## src/cpuPkg.sv

```systemverilog
`default_nettype none

package cpuPkg;

    ////////////////////////////////////////////////////////////
    // Widths
    ////////////////////////////////////////////////////////////

    typedef logic [31:0] wordT;
    typedef logic [4:0]  regIdxT;
    typedef logic [5:0]  opcodeT;
    typedef logic [5:0]  functT;

    // Major opcodes of the kept subset
    localparam opcodeT opRtype = 6'h00;
    localparam opcodeT opAddi  = 6'h08;
    localparam opcodeT opLw    = 6'h23;
    localparam opcodeT opSw    = 6'h2b;
    localparam opcodeT opBeq   = 6'h04;

    // R-type function codes
    localparam functT fnAdd = 6'h20;
    localparam functT fnSub = 6'h22;
    localparam functT fnAnd = 6'h24;
    localparam functT fnOr  = 6'h25;
    localparam functT fnSlt = 6'h2a;
    localparam functT fnJr  = 6'h08;

    typedef enum logic [2:0] {
        aluAdd,
        aluSub,
        aluAnd,
        aluOr,
        aluSlt
    } aluOpT;

    // Execute operand source, code 3 unused
    typedef logic [1:0] fwdSelT;
    localparam fwdSelT fwdRf  = 2'd0;
    localparam fwdSelT fwdMem = 2'd1;
    localparam fwdSelT fwdWb  = 2'd2;

    ////////////////////////////////////////////////////////////
    // Pipeline register contents
    ////////////////////////////////////////////////////////////

    typedef struct packed {
        logic  regWrite;
        logic  memRead;
        logic  memWrite;
        logic  aluSrcImm;
        logic  branch;
        logic  jr;
        // Destination from rt instead of rd
        logic  destRt;
        aluOpT aluOp;
    } ctrlT;

    typedef struct packed {
        logic   valid;
        ctrlT   ctrl;
        regIdxT rs;
        regIdxT rt;
        regIdxT dest;
        wordT   rsVal;
        wordT   rtVal;
        wordT   imm;
    } idExT;

    typedef struct packed {
        logic   valid;
        ctrlT   ctrl;
        regIdxT dest;
        wordT   aluResult;
        wordT   storeData;
    } exMemT;

    typedef struct packed {
        logic   valid;
        logic   regWrite;
        regIdxT dest;
        wordT   result;
    } memWbT;

endpackage

`default_nettype wire

```

## src/forwardUnit.sv

```systemverilog
`default_nettype none

module forwardUnit (
    input  cpuPkg::regIdxT idExRs,
    input  cpuPkg::regIdxT idExRt,
    input  cpuPkg::regIdxT exMemDest,
    input  cpuPkg::regIdxT memWbDest,
    input  logic           exMemRegWrite,
    input  logic           memWbRegWrite,
    output cpuPkg::fwdSelT fwdA,
    output cpuPkg::fwdSelT fwdB
);

    // Youngest producer wins, register file last
    function automatic cpuPkg::fwdSelT pickSource(input cpuPkg::regIdxT src);
        cpuPkg::fwdSelT sel;
        sel = cpuPkg::fwdRf;
        if (src == '0) begin
            // $0 reads as zero from the file
            sel = cpuPkg::fwdRf;
        end else if (exMemRegWrite && (exMemDest == src)) begin
            sel = cpuPkg::fwdMem;
        end else if (memWbRegWrite && (memWbDest == src)) begin
            sel = cpuPkg::fwdWb;
        end
        return sel;
    endfunction

    always_comb begin
        fwdA = pickSource(idExRs);
        fwdB = pickSource(idExRt);
    end

endmodule

`default_nettype wire

```

## config.mk

```make
export PLATFORM = sky130hd
export DESIGN_NAME = forwardUnit
export DESIGN_NICKNAME = d
export VERILOG_FILES = /design/src/cpuPkg.sv /design/src/forwardUnit.sv
export SDC_FILE = /design/constraint.sdc
export NUM_CORES = 1
export LEC_CHECK = 0
export ABC_AREA = 1
export BUFFER_PORTS_ARGS = -buffer_cell sky130_fd_sc_hd__buf_2
export CAP_MARGIN = 20
export CORE_AREA = 2 2 39 41
export DETAILED_ROUTE_END_ITERATION = 16
export DIE_AREA = 0 0 41 43
export PLACE_DENSITY = 0.74
export SLEW_MARGIN = 0
export SYNTH_ARGS = -nofsm -noshare
export SYNTH_HDL_FRONTEND = slang
export SYNTH_SLANG_ARGS = --single-unit
```

## constraint.sdc

```tcl
create_clock -name vclk -period 2.2
set_clock_uncertainty 0.15 [all_clocks]
set_input_delay 0.33 -clock vclk [all_inputs]
set_output_delay 0.33 -clock vclk [all_outputs]
set_load 0.005 [all_outputs]
```

After elaboration in Yosys (flattened, before gate mapping)
Index checks and enable logic that the tools add are counted.
Word-level totals
  bits of input ports: 22
  bits in registers: 0
  output and inout port bits: 4
  word-level logic and storage cells: 16
Cells by class
  mux-type cells: 6
  equality and inequality tests: 4
  reduce and logical (&&, ||, !) cells: 6
Operators by type and width (number)
  == test 5 bit: 4
  two-way mux 2 bit: 6
  zero test 5 bit: 2
  logical AND 1 bit: 4

Depth between registers and ports, before layout
  word-level depth: 5
  mapped depth: 8
  depth with buffers taken out: 8

Worst setup path before layout
Ideal clock, no wire load.
  path type: input to output
  start: input port memWbDest[2]
  end: output port fwdB[1]
  arrival time: 759 ps
  path buffers: 0
  setup slack: 961 ps
  required time: 1720 ps
  stages: 7
  path through: inv_1 > nand2_1 > nand2_1 > nand2_2 > nor2_2 > nand2_1 > nor2_1
Between the ends
  longest elaborated chain between the ends: 5
Ends and longest elaborated chain
  start: declaration: line forwardUnit.sv:7  | input cpuPkg::regIdxT memWbDest,
  == test 5 bit: line forwardUnit.sv:23  | end else if (memWbRegWrite && (memWbDest == src)) begin
  logical AND 1 bit: line forwardUnit.sv:23
  two-way mux 2 bit: line forwardUnit.sv:23
  two-way mux 2 bit: line forwardUnit.sv:21  | end else if (exMemRegWrite && (exMemDest == src)) begin
  two-way mux 2 bit: line forwardUnit.sv:18  | if (src == '0) begin
  end: declaration: line forwardUnit.sv:11  | output cpuPkg::fwdSelT fwdB
No other way between the ends.

Worst setup path in the final report
  start: input port exMemDest[3]
  end: output port fwdB[1]
Between the ends
  longest elaborated chain between the ends: 4
Ends and longest elaborated chain
  start: declaration: line forwardUnit.sv:6  | input cpuPkg::regIdxT exMemDest,
  == test 5 bit: line forwardUnit.sv:21
  logical AND 1 bit: line forwardUnit.sv:21
  two-way mux 2 bit: line forwardUnit.sv:21
  two-way mux 2 bit: line forwardUnit.sv:18
No other way between the ends.

==> summary.txt <==
Power
  – Total Power: 0.0942 mW
  – Worst vdd ir: 0.0000482 V
  – Sequential power share: 0%
  – Sw Share: 59.9%
  – Int Pwr: 0.0378 mW
  – PD cells: 161 nW/um^2
  – Leak: a little over 0.4 nW
  – Logic pwr share: 100.0%
  – Clock power share: 0%
  – Net Switching: 0.0564 mW

Logic synthesis
  – Post-Syn Area: 434 um^2
  – Synthesized instance count: around 110
  – Main area contributors after synthesis: nand2_1 (49%), nor2_1 (12%), inv_1 (10%)
  – Cell taking the most area after synthesis: nand2_1
  – Synth cell types: 10
  – Synth Area per Inst: 4.06 um^2
  – Seq/Total Area, Yosys: 0%
  – Top-area cell type share of the netlist area: between 40% and 50%
  – Mapped Nets: between 100 and 150
  – Synthesis Warnings: 0

Timing
  – Setup TNS: 0 ns
  – Final Hold Fails: 0
  – Endpoints failing setup: 0
  – Final min period: 1.53 ns
  – Relative slew slack: 88.4%
  – Final period util: 69.7%
  – RSZ-0062 raised after global routing: false
  – Setup WS post-layout: 0.668 ns
  – Final slew viol count: 0
  – Worst Hold Slack: 0.947 ns
  – Worst-margin pin slew: 0.173 ns
  – Peak Freq: 653 MHz

Setup path
  – Crit path DAT: ~1.1 ns
  – Crit-path max FO: 3
  – CP required: ~1.7 ns
  – Crit end category: output pin
  – Crit start category: input pin
  – Critical path class: input pin to output pin

Final layout
  – Sequential standard cell area: 0 um^2
  – Layout cells sized above 1: roughly a third
  – Final nets: 157
  – Final instance area: about 580 um^2
  – Sequential cell count: 0
  – Filler cells: 156
  – Fin util: between 40% and 50%
  – Commonest non-fill, non-tap cell in the layout: nand2_1
  – N_diodes: 0
  – Clkbuf count: 0
  – Most frequent cells in the layout: nand2_1 (57), buf_2 (26), nor2_1 (14)
  – Area delta synth->final: 34.6%
  – Non-Filler Instances: approximately 150

Routing
  – First-iteration detailed-routing DRC count: 14
  – Wire length per cell: slightly above 8 um
  – Initial DRT Pass Iterations: 4
  – Detail Route Antenna Nets: 0
  – Routed vias: 671
  – Drt via density: 4.50
  – Residual DRC: 0
  – Detailed Route WL: 1.22 mm

GRT
  – Largest net degree at the start of global routing: 5
  – Total grt overflow: 0
  – Initial antenna violation count: 0
  – Number of global-route vias before repair: 569
  – First-pass GRT wire length: 1.90 mm
  – GRT Total Usage: between 10% and 20%

Die
  – FP Rows: 14
  – Die Area: 1760 um^2
  – Initial Util: 31.4%
  – Die X: 41 um
  – DIE HEIGHT: 43 um
  – Core box area: around 1400 um^2
  – Ports: 26

Place
  – Post-Place Cells: approximately 150
  – Area after DPL: approximately 580 um^2
  – Post-DP HPWL: 1.13 mm
  – Pre-CTS WS: ~0.68 ns
  – I/O Buffers: 26
  – Routability cong.: a little under 0.8

Clocking
  – Post-CTS Setup Inserts: 0
  – Cts hold-fix bufs: 0
  – Post-cts resize count: 0

Min path
  – Worst Hold Class: input pin to output pin
  – Hold path startpoint: exMemDest[2]
  – Hold path depth: 5
  – Hold path endpoint: fwdB[0]

Status
  – Status: completed

Job
  – Max Cap Viol: 0
==> cells in the mapped netlist <==
library cell,count
nand4_1,2
nor2_1,14
nand2_1,57
nand3_1,4
inv_1,12
inv_2,11
nand2_2,1
nor3_2,2
nor2_2,2
a21oi_1,2
==> cell type report <==
type,instances,area [um^2],share of cell area [%]
Multi-Input combinational cell,84,348,59.5
Timing Repair Buffer,26,130,22.3
Inverter,23,86.3,14.8
Tap cell,16,20.0,3.43
==> critical path: stages <==
cell and delay [ns]:
buf_2 0.12, inv_2 0.04, nand2_1 0.05, nand2_1 0.04
nor2_1 0.12, nand2_1 0.09, nor2_1 0.09, nor2_1 0.05
buf_2 0.12
==> power groups by stage <==
stage / Sequential [mW] / Clock (mW) / Combinational [mW]
floorplan: 0 / 0 / 0.0534
global placement: 0 / 0 / 0.0918
detailed placement: 0 / 0 / 0.0940
CTS: 0 / 0 / 0.0944
global route: 0 / 0 / 0.107
finish: 0 / 0 / 0.0942
==> worst max path at each step <==
stage / from / to / cells past startpoint
after global placement: memWbDest[3] / fwdA[1] / 8
final: exMemDest[3] / fwdB[1] / 9
after detailed placement: memWbDest[3] / fwdA[1] / 8
after floorplan: memWbDest[2] / fwdB[1] / 7
after global routing: memWbDest[3] / fwdA[1] / 8
after CTS: memWbDest[3] / fwdA[1] / 8
==> metal layers <==
metal	vias up	global-route usage [%]	routed length [um]
li1	363	-	-
met1	284	15.8	467
met2	24	29.4	651
met3	0	0	103
met4	0	0	0
met5	-	0	0
==> cell families after synthesis <==
family	after synthesis	synth area share [%]
simple gates	82	77.8
buf+inv	23	19.9
compound gates	2	2.31
Power figures use the tool's default switching activity.
