$ cat src/cpuPkg.sv
`default_nettype none

package cpuPkg;

    ////////////////////////////////////////////////////////////
    // Widths
    ////////////////////////////////////////////////////////////

    typedef logic [31:0] wordT;
    typedef logic [4:0]  regIdxT;
    typedef logic [5:0]  opcodeT;
    typedef logic [5:0]  functT;

    // Major opcodes of the kept subset
    localparam opcodeT opRtype = 6'h00;
    localparam opcodeT opAddi  = 6'h08;
    localparam opcodeT opLw    = 6'h23;
    localparam opcodeT opSw    = 6'h2b;
    localparam opcodeT opBeq   = 6'h04;

    // R-type function codes
    localparam functT fnAdd = 6'h20;
    localparam functT fnSub = 6'h22;
    localparam functT fnAnd = 6'h24;
    localparam functT fnOr  = 6'h25;
    localparam functT fnSlt = 6'h2a;
    localparam functT fnJr  = 6'h08;

    typedef enum logic [2:0] {
        aluAdd,
        aluSub,
        aluAnd,
        aluOr,
        aluSlt
    } aluOpT;

    // Execute operand source, code 3 unused
    typedef logic [1:0] fwdSelT;
    localparam fwdSelT fwdRf  = 2'd0;
    localparam fwdSelT fwdMem = 2'd1;
    localparam fwdSelT fwdWb  = 2'd2;

    ////////////////////////////////////////////////////////////
    // Pipeline register contents
    ////////////////////////////////////////////////////////////

    typedef struct packed {
        logic  regWrite;
        logic  memRead;
        logic  memWrite;
        logic  aluSrcImm;
        logic  branch;
        logic  jr;
        // Destination from rt instead of rd
        logic  destRt;
        aluOpT aluOp;
    } ctrlT;

    typedef struct packed {
        logic   valid;
        ctrlT   ctrl;
        regIdxT rs;
        regIdxT rt;
        regIdxT dest;
        wordT   rsVal;
        wordT   rtVal;
        wordT   imm;
    } idExT;

    typedef struct packed {
        logic   valid;
        ctrlT   ctrl;
        regIdxT dest;
        wordT   aluResult;
        wordT   storeData;
    } exMemT;

    typedef struct packed {
        logic   valid;
        logic   regWrite;
        regIdxT dest;
        wordT   result;
    } memWbT;

endpackage

`default_nettype wire

$ cat src/hazardDetector.sv
`default_nettype none

module hazardDetector (
    input  cpuPkg::regIdxT ifIdRs,
    input  cpuPkg::regIdxT ifIdRt,
    input  logic           isBranch,
    input  logic           isJr,
    input  cpuPkg::regIdxT idExDest,
    input  logic           idExMemRead,
    input  logic           idExRegWrite,
    input  cpuPkg::regIdxT exMemDest,
    input  logic           exMemMemRead,
    input  logic           exMemRegWrite,
    output logic           stall
);

    // Source matches against the execute entry, zero never counts
    logic rsMatchEx;
    logic rtMatchEx;
    // Same against the memory entry
    logic rsMatchMem;
    logic rtMatchMem;
    logic loadUse;
    logic ctrlEx;
    logic ctrlMem;

    assign rsMatchEx  = (ifIdRs != '0) && (ifIdRs == idExDest);
    assign rtMatchEx  = (ifIdRt != '0) && (ifIdRt == idExDest);
    assign rsMatchMem = (ifIdRs != '0) && (ifIdRs == exMemDest);
    assign rtMatchMem = (ifIdRt != '0) && (ifIdRt == exMemDest);

    // Load in execute feeding anything in decode
    assign loadUse = idExMemRead && (rsMatchEx || rtMatchEx);

    // Branch compares in decode, jr reads rs only
    // Any pending write in execute blocks it
    assign ctrlEx = idExRegWrite &&
                    (((isBranch || isJr) && rsMatchEx) || (isBranch && rtMatchEx));

    // ALU results in memory are bypassed, loads are not
    assign ctrlMem = exMemRegWrite && exMemMemRead &&
                     (((isBranch || isJr) && rsMatchMem) || (isBranch && rtMatchMem));

    assign stall = loadUse || ctrlEx || ctrlMem;

    // A load in execute or memory always writes its destination
    loadWritesReg: assert final ((!idExMemRead || idExRegWrite) &&
                                 (!exMemMemRead || exMemRegWrite))
        else $error("load entry seen without a register write");

endmodule

`default_nettype wire

$ cat config.mk
export PLATFORM = sky130hd
export DESIGN_NAME = hazardDetector
export DESIGN_NICKNAME = d
export VERILOG_FILES = /design/src/cpuPkg.sv /design/src/hazardDetector.sv
export SDC_FILE = /design/constraint.sdc
export NUM_CORES = 1
export LEC_CHECK = 0
export BUFFER_PORTS_ARGS = -buffer_cell sky130_fd_sc_hd__buf_2
export CAP_MARGIN = 20
export CORE_AREA = 2 2 39 41
export DETAILED_ROUTE_END_ITERATION = 8
export DIE_AREA = 0 0 41 43
export SLEW_MARGIN = 20
export SYNTH_ARGS = -nofsm -noshare
export SYNTH_HDL_FRONTEND = slang
export SYNTH_SLANG_ARGS = --single-unit
$ cat constraint.sdc
create_clock -name vclk -period 1.48
set_clock_uncertainty 0.15 [all_clocks]
set_input_delay 0.074 -clock vclk [all_inputs]
set_output_delay 0.074 -clock vclk [all_outputs]
set_load 0.01 [all_outputs]
# Word-level counts from Yosys, hierarchy flattened
# Index checks and enable logic that the tools add are counted.
# word_totals
reg_bits,0
input_bits,26
out_inout_bits,1
word_cells,24
# op_classes
n_eq_ne,4
reduce_logical,20
# op_table
operator,n
5-bit equality test,4
1-bit logical AND,12
5-bit nonzero test,2
1-bit logical OR,6

# Logic depth before layout (Yosys ltp)
# logic_depth
word_depth,7
depth_mapped,5
mapped_depth_nobuf,5

# Worst setup path after synthesis
# OpenSTA, ideal clock, no wires.
# synth_path
path_kind,input to output
startpoint,in ifIdRt[1]
endpoint,out stall
t_arrival_ns,1.041
required_time_ns,1.256
path_slack_ns,0.215
cell_stages,5
n_path_buf,0
path_cell_list,or4_1 nor2_2 nor3_1 a41oi_2 o22ai_1
# synth_between
elab_chain_len,7
elab_cells_between_ends,15
cone_classes,eq/ne: 2; reduce/logical: 13
# synth_rtl
item,line_no,rtl
from (decl),hazardDetector.sv:5,"input cpuPkg::regIdxT ifIdRt,"
5-bit equality test or 5-bit nonzero test (tied branches),"hazardDetector.sv:28, hazardDetector.sv:30",
1-bit logical AND,hazardDetector.sv:28,assign rtMatchEx = (ifIdRt != '0) && (ifIdRt == idExDest);
1-bit logical AND,hazardDetector.sv:38,(((isBranch || isJr) && rsMatchEx) || (isBranch && rtMatchEx));
1-bit logical OR,hazardDetector.sv:38,
1-bit logical AND,hazardDetector.sv:37,assign ctrlEx = idExRegWrite &&
1-bit logical OR,hazardDetector.sv:44,assign stall = loadUse || ctrlEx || ctrlMem;
1-bit logical OR *,hazardDetector.sv:44,
to (decl),hazardDetector.sv:14,output logic stall
# Every way passes the cells marked *; elsewhere a longest branch is shown, timed or not.

# Worst setup path in the final report
# layout_path
startpoint,in ifIdRt[3]
endpoint,out stall
# Same word-level chain as after synthesis.

==> results.sh <==
export IMPL_postRouteWirelength_um=935
export IMPL_ff_latch_area_um2=0
export IMPL_antenna_left=0
export IMPL_min_period_ps=1480
export IMPL_grt_pass1_vias=395
export IMPL_ir_drop_mv=0.0996
export IMPL_drive_gt1_frac=0.522
export IMPL_vias_per_cell=4.49
export IMPL_drc=0
export IMPL_yosysTopAreaCellShare=0.453
export IMPL_cts_setup_buffers=0
export IMPL_synth_avg_cell_area_um2=7.44
export IMPL_rsz0062_at_grt="yes"
export IMPL_initial_core_util=0.210
export IMPL_maxCapViolCount=0
export IMPL_grt_use_total=0.117
export IMPL_dieWidth_um=41
export IMPL_critPathArrivalTime_ps=1250
export IMPL_n_sequential_cell=0
export IMPL_nets=97
export IMPL_layout_setup_ws_ps=2.39
export IMPL_syn_nets=65
export IMPL_critical_path_startpoint_type="input port"
export IMPL_hold_viol_final=0
export IMPL_io_pins=27
export IMPL_grt_max_degree=4
export IMPL_critical_path_class="in2out"
export IMPL_area_growth_syn_to_layout_pct=72.4
export IMPL_yosys_top_cells_area="xnor2_1, xor2_1, nand4_1"
export IMPL_grt_pass1_wl_um=1520
export IMPL_dp_slack_ps=-43.5
export IMPL_p_per_area_mw_per_mm2=276
export IMPL_die_y_um=43
export IMPL_critPathCaptureType="primary output"
export IMPL_crit_path_end="stall"
export IMPL_hold_path_class="in2out"
export IMPL_dr_total_vias=382
export IMPL_cp_startpoint="ifIdRt[3]"
export IMPL_power_w=0.000138
export IMPL_synth_cell_types=15
export IMPL_cts_hold_fix_buffers=0
export IMPL_port_buffers=27
export IMPL_dp_hpwl_um=809
export IMPL_max_slew_margin=0.811
export IMPL_ys_warn_count=0
export IMPL_first_iter_violations=0
export IMPL_path_max_fanout=2
export IMPL_status="complete, no violations"
export IMPL_slew_viol_final=0
export IMPL_fmax_mhz=677
export IMPL_syn_area_um2=290
export IMPL_period_share=0.998
export IMPL_setup_viol=0
export IMPL_diodes=0
export IMPL_placementRows=14
export IMPL_dr_pass1_iters=1
export IMPL_finalWeightedCongestion=0.713
export IMPL_antenna_found_initial=0
export IMPL_yosysTopAreaCell="xnor2_1"
export IMPL_worstPathRequired_ps=1260
export IMPL_yosysSeqAreaShare=0
export IMPL_clkbuf_count=0
export IMPL_die_area_mm2=0.00176
export IMPL_max_slew_worst_pin_slew_ps=281
export IMPL_core_mm2=0.00138
export IMPL_gr_total_overflow=0
export IMPL_synthCells=39
export IMPL_routedWlPerCell_um=11.0
export IMPL_leakagePower_nw=0.204
[worst min-delay path by stage]
stage	startpoint	endpoint	slack, ps	cells past startpoint
2_1_floorplan	exMemMemRead	stall	120	2
6_report	exMemMemRead	stall	340	4
4_1_cts	exMemMemRead	stall	330	4
3_5_place_dp	exMemMemRead	stall	330	4
3_3_place_gp	exMemMemRead	stall	320	4
5_1_grt	exMemRegWrite	stall	370	4
[synthesized netlist by cell type]
cell	instances
nand4_1	3
a41oi_2	1
xor2_1	5
o22ai_1	1
nor2_2	1
xnor2_1	15
o21ai_0	1
nor3_1	3
nand2_1	2
nor4_1	1
or2_2	1
nor2_1	1
a21oi_1	2
a31oi_1	1
or4_1	1
[through the flow]
stage / hold WS (ps) / area, µm² / instances / utilization / setup TNS, ps
finish: 339 / 500 / 85 / 0.362 / 0
global route: 368 / 500 / 85 / 0.362 / -43.8
CTS: 326 / 494 / 85 / 0.357 / -4.25
detailed placement: 326 / 468 / 85 / 0.338 / -43.5
global placement: 323 / 468 / 85 / 0.338 / -9.06
floorplan: 123 / 290 / 39 / - / 0
[logic make-up after synthesis]
group,synth area share
XOR/XNOR,0.603
AND/OR/NAND/NOR,0.246
AO/OA/AOI/OAI,0.151
[per-layer routing]
metal  global-route usage  wire length, µm  up-vias
met2                0.209              469       15
met4                    0                0        0
met1                0.158              387      166
met5                    0                0        -
li1                     -                -      201
met3                    0               78        0
[placed cells by master (no fill, tap or decap), types with 2 or more instances in the layout]
cell | synthesis | routed
buf_2 | 0 | 25
buf_6 | 0 | 2
xnor2_1 | 15 | 15
nand2_1 | 2 | 2
nor3_1 | 3 | 2
xor2_1 | 5 | 5
buf_4 | 0 | 3
a21oi_1 | 2 | 2
nand4_1 | 3 | 3
[repair_timing]
| item | CTS | global route |
|---|---|---|
| pin swaps | 4 | 2 |
| setup endpoints to repair | 1 | 1 |
| gates cloned | 0 | 0 |
| gates resized for setup | 5 | 1 |
[critical path, cell delays in order]
cell     delay, ps
buf_6           90
or4_4          540
nor2_4         120
nor3_2          50
a41oi_2        150
o22ai_1         90
buf_2          140
[power breakdown]
group | switching (W) | leakage (nW) | internal [W]
Sequential | 0 | 0 | 0
Clock | 0 | 0 | 0
Combinational | 0.0000622 | 0.204 | 0.0000761
[area by class of cell]
type,count,area (µm²)
Timing Repair Buffer,30,170
Multi-Input combinational cell,39,310
Tap cell,16,20.0
Fill cell,158,883
No activity file was read; power rests on OpenSTA's default activity.
