## config.mk

```make
export PLATFORM = sky130hd
export DESIGN_NAME = regFile
export DESIGN_NICKNAME = d
export VERILOG_FILES = /design/src/cpuPkg.sv /design/src/regFile.sv
export SDC_FILE = /design/constraint.sdc
export NUM_CORES = 2
export LEC_CHECK = 0
export BUFFER_PORTS_ARGS = -buffer_cell sky130_fd_sc_hd__buf_2
export CAP_MARGIN = 20
export CORE_UTILIZATION = 36
export DETAILED_ROUTE_END_ITERATION = 6
export SETUP_SLACK_MARGIN = 0.15
export SLEW_MARGIN = 10
export SYNTH_ARGS = -nofsm -noshare
export SYNTH_HDL_FRONTEND = slang
export SYNTH_SLANG_ARGS = --single-unit
export TNS_END_PERCENT = 1
```

## constraint.sdc

```tcl
create_clock -name clk -period 3.6 [get_ports clk]
set_input_delay 1.08 -clock clk [delete_from_list [all_inputs] [get_ports clk]]
set_output_delay 1.08 -clock clk [all_outputs]
set_load 0.05 [all_outputs]
```

## src/cpuPkg.sv

```systemverilog
`default_nettype none

package cpuPkg;

    ////////////////////////////////////////////////////////////
    // Widths
    ////////////////////////////////////////////////////////////

    typedef logic [31:0] wordT;
    typedef logic [4:0]  regIdxT;
    typedef logic [5:0]  opcodeT;
    typedef logic [5:0]  functT;

    // Major opcodes of the kept subset
    localparam opcodeT opRtype = 6'h00;
    localparam opcodeT opAddi  = 6'h08;
    localparam opcodeT opLw    = 6'h23;
    localparam opcodeT opSw    = 6'h2b;
    localparam opcodeT opBeq   = 6'h04;

    // R-type function codes
    localparam functT fnAdd = 6'h20;
    localparam functT fnSub = 6'h22;
    localparam functT fnAnd = 6'h24;
    localparam functT fnOr  = 6'h25;
    localparam functT fnSlt = 6'h2a;
    localparam functT fnJr  = 6'h08;

    typedef enum logic [2:0] {
        aluAdd,
        aluSub,
        aluAnd,
        aluOr,
        aluSlt
    } aluOpT;

    // Execute operand source, code 3 unused
    typedef logic [1:0] fwdSelT;
    localparam fwdSelT fwdRf  = 2'd0;
    localparam fwdSelT fwdMem = 2'd1;
    localparam fwdSelT fwdWb  = 2'd2;

    ////////////////////////////////////////////////////////////
    // Pipeline register contents
    ////////////////////////////////////////////////////////////

    typedef struct packed {
        logic  regWrite;
        logic  memRead;
        logic  memWrite;
        logic  aluSrcImm;
        logic  branch;
        logic  jr;
        // Destination from rt instead of rd
        logic  destRt;
        aluOpT aluOp;
    } ctrlT;

    typedef struct packed {
        logic   valid;
        ctrlT   ctrl;
        regIdxT rs;
        regIdxT rt;
        regIdxT dest;
        wordT   rsVal;
        wordT   rtVal;
        wordT   imm;
    } idExT;

    typedef struct packed {
        logic   valid;
        ctrlT   ctrl;
        regIdxT dest;
        wordT   aluResult;
        wordT   storeData;
    } exMemT;

    typedef struct packed {
        logic   valid;
        logic   regWrite;
        regIdxT dest;
        wordT   result;
    } memWbT;

endpackage

`default_nettype wire

```

## src/regFile.sv

```systemverilog
`default_nettype none

module regFile (
    input  logic           clk,
    input  logic           rstN,
    input  cpuPkg::regIdxT rdAddrA,
    input  cpuPkg::regIdxT rdAddrB,
    input  cpuPkg::regIdxT wrAddr,
    input  logic           wrEn,
    input  cpuPkg::wordT   wrData,
    output cpuPkg::wordT   rdDataA,
    output cpuPkg::wordT   rdDataB
);

    cpuPkg::wordT regs [32];
    // Real write, $0 excluded
    logic writeLive;

    assign writeLive = wrEn && (wrAddr != '0);

    always_ff @(posedge clk or negedge rstN) begin
        if (!rstN) begin
            for (int i = 0; i < 32; i++) begin
                regs[i] <= '0;
            end
        end else if (writeLive) begin
            regs[wrAddr] <= wrData;
        end
    end

    // Write-first so decode sees the retiring value
    always_comb begin
        rdDataA = regs[rdAddrA];
        rdDataB = regs[rdAddrB];
        if (writeLive && (wrAddr == rdAddrA)) begin
            rdDataA = wrData;
        end
        if (writeLive && (wrAddr == rdAddrB)) begin
            rdDataB = wrData;
        end
    end

endmodule

`default_nettype wire

```

Word-level counts from Yosys, hierarchy flattened
Cells that the tools add are included.

word-level totals
  register bits after elaboration = 1024
  input port bits = 50
  output and inout bits = 64
  word-level logic and storage cells = 57

cells by class
  $lt $le $gt $ge = 4
  equality and inequality tests = 2
  mux-type cells = 11
  bitwise logic cells = 3
  reduce and logical (&&, ||, !) cells = 5

operators with widths
  kind                number
  $bwmux 1024         1
  $bmux 32 s5         2
  $mux 32             7
  $demux 32 s5        1
  $ge 6x6->1 const B  3
  $not 5->6           3
  $eq 5x5->1          2
  $lt 6x1->1 const B  1
  $reduce_bool 5->1   1
  $logic_and 1x1->1   4

Logic depth before layout (Yosys ltp)
  word-level depth = 6
  gate-level depth with buffers = 9
  mapped depth without buffers = 5

Worst setup path after synthesis
Ideal clock, no wire load.

  path kind = input -> output
  start = in rdAddrB[3]
  end = out rdDataB[18]
  arrival = 3.558 ns
  required time = 2.520 ns
  path slack = -1.038 ns
  stages = 8
  buffers on the path = 3
  cell sequence = clkbuf_2 inv_1 or3_1 clkbuf_1 clkbuf_1 o22ai_1 or4_1 o21ai_0

on the way
  longest elaborated chain between the ends = 5
  elaborated cells on any way between the ends = 7
  classes of those cells = eq/ne (1); mux (4); bitwise (1); reduce/logical (1)

RTL lines
  item                                         RTL line       source
  from (decl)                                  regFile.sv:7   input cpuPkg::regIdxT rdAddrB,
  $not 5->6 (implied by the code)              regFile.sv:34  rdDataB = regs[rdAddrB];
  $bmux 32 s5                                  regFile.sv:34
  $mux 32 (implied by the code) (2 in series)  regFile.sv:34
  $mux 32 *                                    regFile.sv:38  if (writeLive && (wrAddr == rdAddrB)) begin
  to (decl)                                    regFile.sv:12  output cpuPkg::wordT rdDataB

Mark *: on every way between the ends. The rest lies on a longest branch, timed or not. The select of a mux whose other input is x is not followed.

Final worst setup path
  start = in rdAddrB[0]
  end = out rdDataB[1]

Same word-level chain as after synthesis.

==> impl_metrics.toml <==
[cts]
clkSinkCount = 1024
clockBufferDepth = 3
numCtsBuffers = 110
cts_hold_buf = 0
root_buffer = "clkbuf_16"
htreeDepth = 3
clock_latency_ns = 0.71
cts_tree = "built"
path_clk_slew_ns = 0.06

[timing]
fin_worst_skew_ns = 0
worstMarginPinSlew_ns = 1.11
rsz0062_at_grt = "yes"
period_share = 1.15
whs_ns = 0.271
finalSetupViolations = 64
finalMaxSlewViolations = 0
slew_headroom = 0.258
fmax_ghz = 0.241
final_hold_viol_count = 0
setup_ws_ns = -0.547
final.setup.tns_ns = -26.82
period_minus_slack_ns = 4.15

[yosys]
postSynthCellCount = 3488
synth.area.top_cells = "dfrtp_1 48%, mux4_2 21%, mux2_2 21%"
post_synth_num_cell_types = 41
synth_top_area_cell = "dfrtp_1"
synth_seq_cells = 1024
synth_edf_count = 0
yosys.area.top_type_share = 0.480
synth.yosys.seq_area_share = 0.480
yosysWarnings = 0
avgSynthCellArea_um2 = 15.3
async_flop_share = 1.00
synth_nets = 3538
syn-cell-area_um2 = 53400
synth_ff_type = "dfrtp_1"

[run]
drv_cap = 0

[worst_setup_path]
crit_buf_inv = 5
critical_path.top_delay_family = "buffers and inverters"
path_class = "primary input to output pin"
r2r-start = "regs[719]"
required_ns = 2.52
crit_chain = "buf_16 -> buf_12 -> buf_16 -> buf_12 -> mux4_2 -> o22ai_1 -> or4_4 -> o21ai_4 -> buf_12"
cp-end-kind = "output pin"
rr_worst_depth = 1
critPathMostFrequentCell = "buf_12"
slowest_stage = "or4_4"
crit_fanout = 19
worstPathArrival_ns = 3.07
max_stage_delay_ns = 0.58
regToRegSetupSlack_ns = 2.80
critPathLaunchType = "primary input"
timing.rr.end = "regs[719]"

[placement]
port_buffers = 113
dp.cells = 5494
dp_slack_ns = -0.627
placement.cell_area_um2 = 61100
gp_congestion = 0.812
dp_hpwl_um = 110000

[global_route]
antenna_found_initial = 7
grt_max_degree = 116
grtUsageTotal = 0.240
grt_pass1_wl_um = 262000
grt_pass1_vias = 35900
overflow = 0

[layout]
layout_common_cells = "1024 x dfrtp_1, 992 x mux2_2, 509 x mux4_2"
fillers = 12800
largestRegisters = "regs x1024"
mostFrequentLayoutCell = "dfrtp_1"
area_delta_synth_final_pct = 23.1
finalNonFillerCells = 5721
registers.top_by_ff_count = "regs"
largest_reg_flops = 1024
fin_nets = 3767
drive_above_1_share = 0.633
post-route-util = 0.449
stdcell_area_um2 = 65800

[pwr]
leakage_nw = 28.1
p_total_mw = 35.2
ir_worst_vdd_v = 0.000470
power-per-cell-area_nw_per_um2 = 534

[floorplan]
die-area_um2 = 150000
core-area_um2 = 146000
ios = 114
rows = 140
dieHeight_um = 387
start_util = 0.365
die_w_um = 387

[min_path]
hold_class = "primary input to asynchronous set/reset pin"

[drt]
drt-initial-drc-count = 3114
drc = 0
drtPass1Iterations = 5
ant_nets = 0
drt_wl_total_um = 180000
vias = 35100
detail_route.wl_per_cell_um = 31.5
viasPerCell = 6.14

[outcome]
violations = "setup timing"
outcome = "finished with violations"
Yosys cell counts, types with 8 or more instances:
cell type and instances:
mux2i_1 8, o21ai_1 39, mux4_2 509, buf_1 49, or4_1 62, clkbuf_1 222
o22ai_1 248, nand2_1 85, dfrtp_1 1024, nand3_1 11, o21ai_0 23, buf_4 46
nor2_1 22, mux2_2 993, buf_2 83, buf_6 9
worst max path at each step:
| stage | startpoint | end | slack (ns) | cells past startpoint |
|---|---|---|---|---|
| 3_3_place_gp | rdAddrA[3] | rdDataA[18] | -0.63 | 8 |
| 2_1_floorplan | rdAddrB[0] | rdDataB[0] | -0.29 | 7 |
| 4_1_cts | rdAddrB[0] | rdDataB[1] | -0.52 | 9 |
| 6_report | rdAddrB[0] | rdDataB[1] | -0.55 | 9 |
| 5_1_grt | rdAddrB[0] | rdDataB[1] | -0.56 | 9 |
| 3_5_place_dp | rdAddrA[3] | rdDataA[18] | -0.63 | 8 |
kinds of logic (layout without fill, tap and decap cells):
family / count (synthesis) / count (layout) / share of synthesized area
mux: 1510 / 1510 / 0.425
flops: 1024 / 1024 / 0.480
buf+inv: 413 / 728 / 0.0355
compound gates: 323 / 323 / 0.0368
simple gates: 208 / 208 / 0.0211
xor+xnor: 10 / 10 / 0.00164
other cells: 0 / 1 / 0
per-layer routing:
layer / vias to the layer above / GRT usage / part of all wire
met5: - / 0 / 0.000056
met4: 2 / 0.0692 / 0.027
met3: 264 / 0.0472 / 0.072
met2: 1417 / 0.372 / 0.47
met1: 19300 / 0.340 / 0.43
li1: 14100 / - / -
layout make-up:
| class | instances | area, um2 | area share |
|---|---|---|---|
| clock inverter | 51 | 637 | 0.00968 |
| inverter | 3 | 11.3 | 0.000171 |
| timing repair buffer | 527 | 6740 | 0.102 |
| sequential | 1024 | 25600 | 0.390 |
| clock buffer | 147 | 3110 | 0.0473 |
| multi-input combinational | 2051 | 27300 | 0.414 |
| antenna | 1 | 2.50 | 0.0000380 |
| tap | 1917 | 2400 | 0.0365 |
power breakdown:
part	switching [mW]	internal, mW	total, mW
sequential	1.58	13.7	15.3
combinational	3.17	4.84	8.00
clock	4.94	6.93	11.9
total	9.69	25.5	35.2
repair_timing:
| action | CTS | global route |
|---|---|---|
| setup buffers | 12 | 7 |
| gates resized for setup | 114 | 18 |
| endpoints found under the setup margin | 64 | 64 |
| pin swaps | 68 | 13 |
| cloned | 7 | 1 |
Power figures use the tool's default switching activity.
