<file path="config.mk">
export PLATFORM = sky130hd
export DESIGN_NAME = controlDecoder
export DESIGN_NICKNAME = d
export VERILOG_FILES = /design/src/cpuPkg.sv /design/src/controlDecoder.sv
export SDC_FILE = /design/constraint.sdc
export NUM_CORES = 1
export LEC_CHECK = 0
export CAP_MARGIN = 20
export CORE_AREA = 2 2 39 41
export DETAILED_ROUTE_END_ITERATION = 10
export DIE_AREA = 0 0 41 43
export DONT_BUFFER_PORTS = 1
export GPL_TIMING_DRIVEN = 0
export PLACE_DENSITY_LB_ADDON = 0.05
export SLEW_MARGIN = 25
export SYNTH_ARGS = -nofsm -noshare
export SYNTH_HDL_FRONTEND = slang
export SYNTH_SLANG_ARGS = --single-unit
</file>
<file path="constraint.sdc">
create_clock -name vclk -period 1.3
set_input_delay 0.26 -clock vclk [all_inputs]
set_output_delay 0.26 -clock vclk [all_outputs]
set_load 0.02 [all_outputs]
</file>
<file path="src/cpuPkg.sv">
`default_nettype none

package cpuPkg;

    ////////////////////////////////////////////////////////////
    // Widths
    ////////////////////////////////////////////////////////////

    typedef logic [31:0] wordT;
    typedef logic [4:0]  regIdxT;
    typedef logic [5:0]  opcodeT;
    typedef logic [5:0]  functT;

    // Major opcodes of the kept subset
    localparam opcodeT opRtype = 6'h00;
    localparam opcodeT opAddi  = 6'h08;
    localparam opcodeT opLw    = 6'h23;
    localparam opcodeT opSw    = 6'h2b;
    localparam opcodeT opBeq   = 6'h04;

    // R-type function codes
    localparam functT fnAdd = 6'h20;
    localparam functT fnSub = 6'h22;
    localparam functT fnAnd = 6'h24;
    localparam functT fnOr  = 6'h25;
    localparam functT fnSlt = 6'h2a;
    localparam functT fnJr  = 6'h08;

    typedef enum logic [2:0] {
        aluAdd,
        aluSub,
        aluAnd,
        aluOr,
        aluSlt
    } aluOpT;

    // Execute operand source, code 3 unused
    typedef logic [1:0] fwdSelT;
    localparam fwdSelT fwdRf  = 2'd0;
    localparam fwdSelT fwdMem = 2'd1;
    localparam fwdSelT fwdWb  = 2'd2;

    ////////////////////////////////////////////////////////////
    // Pipeline register contents
    ////////////////////////////////////////////////////////////

    typedef struct packed {
        logic  regWrite;
        logic  memRead;
        logic  memWrite;
        logic  aluSrcImm;
        logic  branch;
        logic  jr;
        // Destination from rt instead of rd
        logic  destRt;
        aluOpT aluOp;
    } ctrlT;

    typedef struct packed {
        logic   valid;
        ctrlT   ctrl;
        regIdxT rs;
        regIdxT rt;
        regIdxT dest;
        wordT   rsVal;
        wordT   rtVal;
        wordT   imm;
    } idExT;

    typedef struct packed {
        logic   valid;
        ctrlT   ctrl;
        regIdxT dest;
        wordT   aluResult;
        wordT   storeData;
    } exMemT;

    typedef struct packed {
        logic   valid;
        logic   regWrite;
        regIdxT dest;
        wordT   result;
    } memWbT;

endpackage

`default_nettype wire

</file>
<file path="src/controlDecoder.sv">
`default_nettype none

module controlDecoder (
    input  cpuPkg::wordT instr,
    output cpuPkg::ctrlT ctrl
);

    cpuPkg::opcodeT opcode;
    cpuPkg::functT  funct;

    assign opcode = instr[31:26];
    assign funct  = instr[5:0];

    always_comb begin
        // No-op unless a known encoding matches
        ctrl       = '0;
        ctrl.aluOp = cpuPkg::aluAdd;
        case (opcode)
            cpuPkg::opRtype: begin
                // R-type writes rd
                ctrl.regWrite = 1'b1;
                case (funct)
                    cpuPkg::fnAdd: ctrl.aluOp = cpuPkg::aluAdd;
                    cpuPkg::fnSub: ctrl.aluOp = cpuPkg::aluSub;
                    cpuPkg::fnAnd: ctrl.aluOp = cpuPkg::aluAnd;
                    cpuPkg::fnOr:  ctrl.aluOp = cpuPkg::aluOr;
                    cpuPkg::fnSlt: ctrl.aluOp = cpuPkg::aluSlt;
                    cpuPkg::fnJr: begin
                        ctrl.regWrite = 1'b0;
                        ctrl.jr       = 1'b1;
                    end
                    default: ctrl.regWrite = 1'b0;
                endcase
            end
            cpuPkg::opAddi: begin
                ctrl.regWrite  = 1'b1;
                ctrl.aluSrcImm = 1'b1;
                ctrl.destRt    = 1'b1;
            end
            cpuPkg::opLw: begin
                ctrl.regWrite  = 1'b1;
                ctrl.memRead   = 1'b1;
                ctrl.aluSrcImm = 1'b1;
                ctrl.destRt    = 1'b1;
            end
            cpuPkg::opSw: begin
                // Address from base plus offset
                ctrl.memWrite  = 1'b1;
                ctrl.aluSrcImm = 1'b1;
            end
            cpuPkg::opBeq: begin
                // Compare happens in decode, ALU idle
                ctrl.branch = 1'b1;
            end
            default: ctrl = '0;
        endcase
    end

endmodule

`default_nettype wire

</file>
# Yosys cells after proc, flatten, opt, wreduce, memory -nomap -nowiden
# Cells that the tools add are included.
[totals]
ram_bits = 0
input_bits = 32
out_inout_bits = 10
rom_bits = 0
latchBits = 0
mem_count = 0
elab_cells = 25
reg_bits = 0
[op_classes]
n_addsub = 0
shift = 0
bitwise = 0
n_mul = 0
reduce_logical = 4
div_mod_pow = 0
mux = 11
n_lt_le_gt_ge = 0
eq_ne = 10
[ops]
columns = ["operator", "n"]
rows = [
  ["$eq A6 B6 Y1 const B", 7],
  ["$eq A6 B4 Y1 const B", 2],
  ["$pmux W3 S4", 1],
  ["$mux W1", 8],
  ["$eq A6 B3 Y1 const B", 1],
  ["$logic_not A6 Y1", 1],
  ["$reduce_or A5 Y1", 1],
  ["$mux W3", 1],
  ["$reduce_or A3 Y1", 1],
  ["$pmux W1 S2", 1],
  ["$reduce_or A2 Y1", 1],
]

# Longest topological paths before layout
# Gate-level depths: netlist of run 1.
[depth]
depth_word = 4
depth_mapped = 3
ltp_nobuf = 3

# Least setup slack after synthesis of run 1
# OpenSTA, ideal clock, no wires.
[synth_timing]
path_kind = "input to output"
startpoint = "input instr[27]"
endpoint = "output ctrl[9] (netlist name)"
setup_slack_ps = -103
arrival_ps = 1143
cell_stages = 3
path_buffers = 0
required_time_ps = 1040
path_cell_list = "nor4_4 > nand4_1 > o211ai_1"
[synth_lines]
columns = ["item", "line_no", "rtl"]
rows = [
  ["from (decl)", "controlDecoder.sv:4", "input cpuPkg::wordT instr,"],
  ["to (decl)", "controlDecoder.sv:5", "output cpuPkg::ctrlT ctrl"],
]

==> run metrics, run 1 <==
run status complete, but fails checks; Power per Cell Area 115 mW/mm2; width of the die 41 um; largest net degree at the start of global routing 7; antenna violations before repair 0; detailed-router iteration count before antenna repair 1; Crit path buffers/inverters 0; post-route fraction of the period consumed by the critical path 1.14; violated checks setup timing; basic-gate share of the synthesized area counting and, or, nand and nor cells 0.820; number of distinct library cells after synthesis 16; final net count 66; Boundary Pins 42; first-pass GRT wire length 959 um; full die area 0.00176 mm2; smallest setup slack after layout -0.178 ns; CP Capture Type output port; final weighted congestion in routability-driven placement 0.670; RSZ-0062 raised after global routing true; antenna-violating nets left 0; delay contributed by the slowest stage of the critical path 0.45 ns; half-perimeter wire length of the detailed placement result 517 um; Synth Net Count 61; worst supply voltage drop on vdd 0.0229 mV; share of synthesized area occupied by flip-flops and latches 0; CP delay by family, top simple AND/OR/NAND/NOR gates; startpoint type of the worst setup path primary input; Die Y 43 um; Floorplan Core Area 0.00138 mm2; Post-Syn Instances 29; area of the mapped netlist 188 um2; cell type with the highest aggregate area in the netlist sky130_fd_sc_hd__nor2_1; GR Overflow Total 0; Max Clock Freq 0.676 GHz; area growth from synthesis to layout 40.0%; mux contribution to synthesized area 0; effective utilization at floorplan 0.136; Slew headroom 0.686; number of hold violations in the final report 0; filler instances 169; sequential cell area 0 um2; Warnings, synthesis 0; fraction of synthesized cell area taken by the top area cell type 0.120; number of flip-flops and latches 0; required time at the worst-slack endpoint 1.04 ns; Tot Pwr 0.0301 mW; crit path kind in -> out; total of buffers placed on input and output ports 0; hold path cells 1; XOR/XNOR Fraction of Synth Area 0; via count of the first global-routing pass 250; arithmetic-cell share of the synthesized area counting full adders, half adders and majority gates 0; fraction of final layout cells sized beyond drive strength 1 0.313; Post-route DRC 0; synth top area cells sky130_fd_sc_hd__nor2_1 (12%), sky130_fd_sc_hd__nor4_4 (11%), sky130_fd_sc_hd__nand4_1 (10%); Pins Over Slew Limit 0; Post-Synthesis Mean Instance Area 6.47 um2; detailed-route wire length per cell 12.6 um; Hold Path Sink ctrl[8]; critical path, cell by cell nor4_4 -> nand4_1 -> o211ai_1; DR iter-0 viols 0; highest net fanout along the worst path 5; Synth Area in Compound Gates 0.100; drt via density 4.85; setup slack at placement -0.226 ns; wire length after detailed routing 604 um; HP Start instr[29]; dominant combinational cell family by area after synthesis simple AND/OR/NAND/NOR gates; overall via count from detail_route 233; time the final worst path needs with I/O delays and setup 1.48 ns; worst path arrival time 1.22 ns; row count 14; max-capacitance violation count 0; clock buf count 0; actual slew at the worst max-slew pin 0.469 ns; Leak 0.101 nW; slowest CP cell sky130_fd_sc_hd__o211ai_1; global routing usage summed across all routing layers 0.0709; Final Setup Violations 5; HP Class in -> out; area taken by multi-input logic gates 205 um2; antenna fix cells 0
-- layer usage --
layer	GRT usage	up-vias	part of all wire
met5	0	-	0
met4	0	0	0
met3	0.0262	0	0.12
met2	0.125	9	0.55
met1	0.0823	110	0.33
li1	-	114	-
-- how the worst max path moves through the flow --
stage | start | endpoint | slack (ns) | depth (start not counted)
after CTS | instr[31] | ctrl[9] | -0.21 | 3
after global routing | instr[31] | ctrl[9] | -0.27 | 3
after global placement | instr[27] | ctrl[9] | -0.23 | 3
after floorplan | instr[27] | ctrl[9] | -0.09 | 3
after detailed placement | instr[27] | ctrl[9] | -0.23 | 3
final | instr[31] | ctrl[9] | -0.18 | 3
-- cell families after synthesis --
kind of cell / count (synthesis)
buf+inv: 4
simple gates: 22
compound gates: 3
-- where the power goes --
part           internal (mW)  leakage (nW)  switching [mW]  total [mW]
sequential                 0             0               0           0
clock                      0             0               0           0
combinational         0.0136         0.101          0.0165      0.0301
total                 0.0136         0.101          0.0165      0.0301
-- cells in the mapped netlist --
cell type                  n
sky130_fd_sc_hd__and3b_1   2
sky130_fd_sc_hd__and4b_1   1
sky130_fd_sc_hd__inv_1     4
sky130_fd_sc_hd__nand2_1   3
sky130_fd_sc_hd__nand3_1   1
sky130_fd_sc_hd__nand4_1   3
sky130_fd_sc_hd__nor2_1    6
sky130_fd_sc_hd__nor2b_1   1
sky130_fd_sc_hd__nor3_1    1
sky130_fd_sc_hd__nor4_2    1
sky130_fd_sc_hd__nor4_4    1
sky130_fd_sc_hd__nor4b_1   1
sky130_fd_sc_hd__nor4b_2   1
sky130_fd_sc_hd__o211ai_1  1
sky130_fd_sc_hd__o21ai_1   1
sky130_fd_sc_hd__o22ai_1   1
-- final cells by class --
type	instances	area share
tap	16	0.0762
timing repair buffer	3	0.0857
multi-input combinational	25	0.781
inverter	4	0.0571
-- through the flow --
stage | hold WS [ns] | util | instances | setup TNS, ns | instance area [um2]
final | 0.554 | 0.190 | 48 | -0.575 | 263
after global routing | 0.555 | 0.190 | 48 | -1.00 | 263
after CTS | 0.560 | 0.173 | 47 | -0.648 | 239
after detailed placement | 0.560 | 0.156 | 45 | -0.799 | 216
after global placement | 0.560 | 0.156 | 45 | -0.797 | 216
after floorplan | 0.557 | - | 29 | -0.165 | 196
-- placed cells by master (no fill, tap or decap), drive strengths merged --
cell | synthesis | layout
o22ai | 1 | 1
nor2b | 1 | 1
o211ai | 1 | 1
inv | 4 | 4
and4b | 1 | 1
nand3 | 1 | 1
nand2 | 3 | 3
o21ai | 1 | 1
and3b | 2 | 2
buf | 0 | 3
nor2 | 6 | 6
nor3 | 1 | 1
nor4b | 2 | 2
nor4 | 2 | 2
nand4 | 3 | 3
-- what timing repair did --
item | 4_1_cts | 5_1_grt
endpoints found under the setup margin | 5 | 8
setup buffers | 2 | 1
resized for setup | 2 | 5
pin swaps | 3 | 2
hold buffers | 0 | 0
No activity file was read; power rests on OpenSTA's default activity.
==> inputs of run 2 (changes only) <==
- REMOVE_ABC_BUFFERS: default -> 1
==> run 2 against run 1 <==
  * The run still ends with setup timing left
  * Global-route usage fell by 0.20 points
  * Cell count rose by 2.1%
  * Fmax fell by 1.2%
  * Non-clock buffer count rose by 1
  * Critical endpoint unchanged
==> run metrics, run 2 (synthesis results as in run 1) <==
via count of the first global-routing pass 252 (was 250); Post-route DRC 0 (unchanged); required time at the worst-slack endpoint 1.04 ns (about the same); setup slack at placement -0.247 ns (was -0.226 ns); Power per Cell Area 114 mW/mm2 (was 115 mW/mm2); wire length after detailed routing 662 um (was 604 um); area taken by multi-input logic gates 225 um2 (was 205 um2); DR iter-0 viols 1 (was 0); HP Class in -> out (unchanged); final weighted congestion in routability-driven placement 0.632 (was 0.670); Final Util 0.212 (was 0.190); antenna fix cells 0 (unchanged); highest net fanout along the worst path 5 (unchanged); fraction of final layout cells sized beyond drive strength 1 0.394 (was 0.313); worst hold slack 0.560 ns (was 0.554 ns); Max Clock Freq 0.669 GHz (was 0.676 GHz); crit path kind in -> out (unchanged); effective utilization at floorplan 0.136 (unchanged); post-route fraction of the period consumed by the critical path 1.15 (was 1.14); smallest setup slack after layout -0.196 ns (was -0.178 ns); filler instances 167 (was 169); full die area 0.00176 mm2 (unchanged); actual slew at the worst max-slew pin 0.474 ns (was 0.469 ns); width of the die 41 um (unchanged); Boundary Pins 42 (unchanged); number of flip-flops and latches 0 (unchanged); RSZ-0062 raised after global routing true (unchanged); startpoint type of the worst setup path primary input (unchanged); Pins Over Slew Limit 0 (unchanged); Slew headroom 0.683 (was 0.686); worst supply voltage drop on vdd 0.0196 mV (was 0.0229 mV); hold buffers post-CTS 0 (unchanged); sequential cell area 0 um2 (unchanged); run status complete, but fails checks (unchanged); violated checks setup timing (unchanged); max-capacitance violation count 0 (unchanged); overall via count from detail_route 234 (was 233); largest net degree at the start of global routing 7 (unchanged); GR Overflow Total 0 (unchanged); Final Setup Violations 5 (unchanged); commonest non-fill, non-tap cells in the layout sky130_fd_sc_hd__inv_1 (4), sky130_fd_sc_hd__nand4_1 (3), sky130_fd_sc_hd__nor2_1 (3), sky130_fd_sc_hd__buf_4 (3); Die Y 43 um (unchanged); worst path arrival time 1.24 ns (was 1.22 ns); most common cell after layout, fill and taps aside sky130_fd_sc_hd__inv_1 (unchanged); row count 14 (unchanged); area growth from synthesis to layout 56.7% (was 40.0%); time the final worst path needs with I/O delays and setup 1.50 ns (was 1.48 ns); detailed-route wire length per cell 13.5 um (was 12.6 um); global routing usage summed across all routing layers 0.0689 (was 0.0709); half-perimeter wire length of the detailed placement result 517 um (about the same); antenna-violating nets left 0 (unchanged); final net count 67 (was 66); clock buf count 0 (unchanged); CP Capture Type output port (unchanged); antenna violations before repair 0 (unchanged); number of hold violations in the final report 0 (unchanged); first-pass GRT wire length 931 um (was 959 um); detailed-router iteration count before antenna repair 2 (was 1); Leak 0.110 nW (was 0.101 nW); Floorplan Core Area 0.00138 mm2 (unchanged); total of buffers placed on input and output ports 0 (unchanged); drt via density 4.78 (was 4.85)
## run 2: cell types whose count changed in the layout (fill, tap and decap cells not counted), sizes merged
cell,before,now
buf,3,4
## run 2: routing by layer
layer	wire [um]	share of wire	global-route usage	vias up
met2	359	0.54	0.125	11
met5	0	0	0	-
li1	-	-	-	116
met4	0	0	0	0
met1	224	0.34	0.0759	107
met3	78	0.12	0.0262	0
## run 2: power by group
part           switching (mW)  internal, mW
clock network               0             0
logic                  0.0181        0.0155
registers                   0             0
total                  0.0181        0.0155
## run 2: cell type report
type               instances  share of cell area
repair buffers             4               0.115
multi-input cells         25               0.766
inverters                  4              0.0511
well taps                 16              0.0681
## run 2: final timing paths
check | slack [ns] | endpoint | from | cells past startpoint
setup / recovery | -0.20 | ctrl[9] | instr[27] | 3
hold / removal | 0.56 | ctrl[4] | instr[5] | 1
## run 2: repair_timing
item	in CTS	in global routing
buffers inserted	2	3
cloned	0	0
gates resized for setup	6	6
setup endpoints to repair	5	8
pin swaps	3	4
## run 2: per-stage QoR
stage	instance area [um2]	power (mW)	setup TNS, ns	cells
2_1_floorplan	188	0.0217	-0.259	29
3_3_place_gp	208	0.0246	-0.898	45
3_5_place_dp	208	0.0245	-0.963	45
4_1_cts	254	0.0293	-0.817	47
5_1_grt	294	0.0369	-1.14	49
6_report	294	0.0336	-0.535	49
## run 2: critical path, stage by stage
cell and delay [ns]:
sky130_fd_sc_hd__nor4_4 0.31, sky130_fd_sc_hd__nand4_1 0.20, sky130_fd_sc_hd__o211ai_1 0.46
==> inputs of run 3 (changes only) <==
- CAP_MARGIN: 20 -> default
- REMOVE_ABC_BUFFERS: 1 -> default
- clock period: 1.3 -> 1.9 ns (I/O delays scaled with it)
==> run 3 against run 2 <==
  * The run now ends clean
  * Clock-buffer cell count is the same
  * Die area is the same
  * Largest cell class unchanged
  * Cell count shrank 8.2%
  * Sequential share of layout area is the same
  * Total power shrank 51%
  * Critical path type unchanged
  * Non-clock buffer count shrank 4
  * Via count shrank 11%
  * Routed wire length shrank 13%
  * Critical path depth is the same
  * Combinational power shrank 51%
  * Cell area shrank 29%
==> run metrics, run 3 (synthesis results as in run 1) <==
Leak 0.0826 nW (was 0.110 nW); hold buffers post-CTS 0 (unchanged); number of logic stages on the critical path including buffering 3 (unchanged); highest net fanout along the worst path 5 (unchanged); post-route fraction of the period consumed by the critical path 0.926; RSZ-0062 raised after global routing false (was true); overall via count from detail_route 208 (was 234); Setup crit end ctrl[0] (was ctrl[9]); via count of the first global-routing pass 229 (was 252); total of buffers placed on input and output ports 0 (unchanged); first-pass GRT wire length 841 um (was 931 um); width of the die 41 um (unchanged); half-perimeter wire length of the detailed placement result 517 um (unchanged); Max Clock Freq 0.569 GHz; Floorplan Core Area 0.00138 mm2 (unchanged); effective utilization at floorplan 0.136 (unchanged); final weighted congestion in routability-driven placement 0.632 (unchanged); worst supply voltage drop on vdd 0.0120 mV (was 0.0196 mV); Power per Cell Area 78.8 mW/mm2 (was 114 mW/mm2); slowest CP cell sky130_fd_sc_hd__o22ai_1 (was sky130_fd_sc_hd__o211ai_1); Slew headroom 0.627 (was 0.683); startpoint type of the worst setup path primary input (unchanged); CP Capture Type output port (unchanged); Post-route DRC 0 (unchanged); wire length after detailed routing 575 um (was 662 um); drt via density 4.62 (was 4.78); sequential cell area 0 um2 (unchanged); crit path kind in -> out (unchanged); CP delay by family, top simple AND/OR/NAND/NOR gates (unchanged); Die Y 43 um (unchanged); number of hold violations in the final report 0 (unchanged); launching instance or port of the critical path instr[27] (unchanged); actual slew at the worst max-slew pin 0.559 ns (was 0.474 ns); final design area excluding fillers 208 um2 (was 294 um2); placement-stage cell area 208 um2 (unchanged); Boundary Pins 42 (unchanged); commonest non-fill, non-tap cells in the layout sky130_fd_sc_hd__nor2_1 (6), sky130_fd_sc_hd__inv_1 (4), sky130_fd_sc_hd__nand4_1 (3), sky130_fd_sc_hd__nand2_1 (3), sky130_fd_sc_hd__and3b_1 (2) (was sky130_fd_sc_hd__inv_1 (4), sky130_fd_sc_hd__nand4_1 (3), sky130_fd_sc_hd__nor2_1 (3), sky130_fd_sc_hd__buf_4 (3)); final net count 63 (was 67); clock buf count 0 (unchanged); post-CTS resize count 0 (was 6); antenna fix cells 0 (unchanged); detailed-router iteration count before antenna repair 3 (was 2); Final Setup Violations 0 (was 5); HP Class in -> out (unchanged); full die area 0.00176 mm2 (unchanged); antenna violations before repair 0 (unchanged); area growth from synthesis to layout 10.7% (was 56.7%); GR Overflow Total 0 (unchanged); Tot Pwr 0.0164 mW (was 0.0336 mW); number of flip-flops and latches 0 (unchanged); critical path, cell by cell nor4_4 -> nand4_1 -> o22ai_1 (was nor4_4 -> nand4_1 -> o211ai_1); required time at the worst-slack endpoint 1.52 ns (was 1.04 ns); fraction of final layout cells sized beyond drive strength 1 0.103 (was 0.394); most common cell after layout, fill and taps aside sky130_fd_sc_hd__nor2_1 (was sky130_fd_sc_hd__inv_1); run status complete, no violations (was complete, but fails checks); row count 14 (unchanged); time the final worst path needs with I/O delays and setup 1.76 ns; Pins Over Slew Limit 0 (unchanged); final setup TNS 0 ns (was -0.535 ns); setup bufs post-CTS 0 (was 2); DR iter-0 viols 11 (was 1); delay contributed by the slowest stage of the critical path 0.45 ns (was 0.46 ns); max-capacitance violation count 0 (unchanged); largest net degree at the start of global routing 7 (unchanged); antenna-violating nets left 0 (unchanged); Crit path buffers/inverters 0 (unchanged); detailed-route wire length per cell 12.8 um (was 13.5 um); global routing usage summed across all routing layers 0.0619 (was 0.0689); worst path arrival time 1.38 ns (was 1.24 ns)
## run 3: cell types whose count changed in the layout (fill, tap and decap cells not counted), sizes merged
cell,change
buf,-4
## run 3: worst min-delay path by stage
stage                     startpoint       to  slack (ns)  cells after the start
after global routing        instr[5]  ctrl[4]        0.82                      1
after CTS                   instr[5]  ctrl[4]        0.82                      1
after floorplan             instr[5]  ctrl[4]        0.81                      1
after detailed placement    instr[5]  ctrl[4]        0.82                      1
after global placement      instr[5]  ctrl[4]        0.82                      1
final                       instr[5]  ctrl[4]        0.82                      1
## run 3: cell type report
| type | instances | area (um2) |
|---|---|---|
| Fill cell | 164 | 1180 |
| Tap cell | 16 | 20.0 |
| Multi-Input combinational cell | 25 | 173 |
| Inverter | 4 | 15.0 |
## run 3: per-stage QoR
step | instances | hold WS, ns | utilization | setup WS [ns]
6_report | 45 | 0.816 | 0.150 | 0.141
5_1_grt | 45 | 0.818 | 0.150 | 0.0327
4_1_cts | 45 | 0.817 | 0.150 | 0.109
3_5_place_dp | 45 | 0.817 | 0.150 | 0.113
3_3_place_gp | 45 | 0.817 | 0.150 | 0.121
2_1_floorplan | 29 | 0.813 | - | 0.257
## run 3: metal layers
layer / track usage / part of all wire
met2: 0.103 / 0.50
met5: 0 / 0
met3: 0.0105 / 0.11
met4: 0 / 0
met1: 0.0854 / 0.39
## run 3: report_power, final
group          internal, mW  switching [mW]  total, mW  leakage (nW)
registers                 0               0          0             0
clock network             0               0          0             0
logic               0.00743         0.00893     0.0164        0.0826
total               0.00743         0.00893     0.0164        0.0826
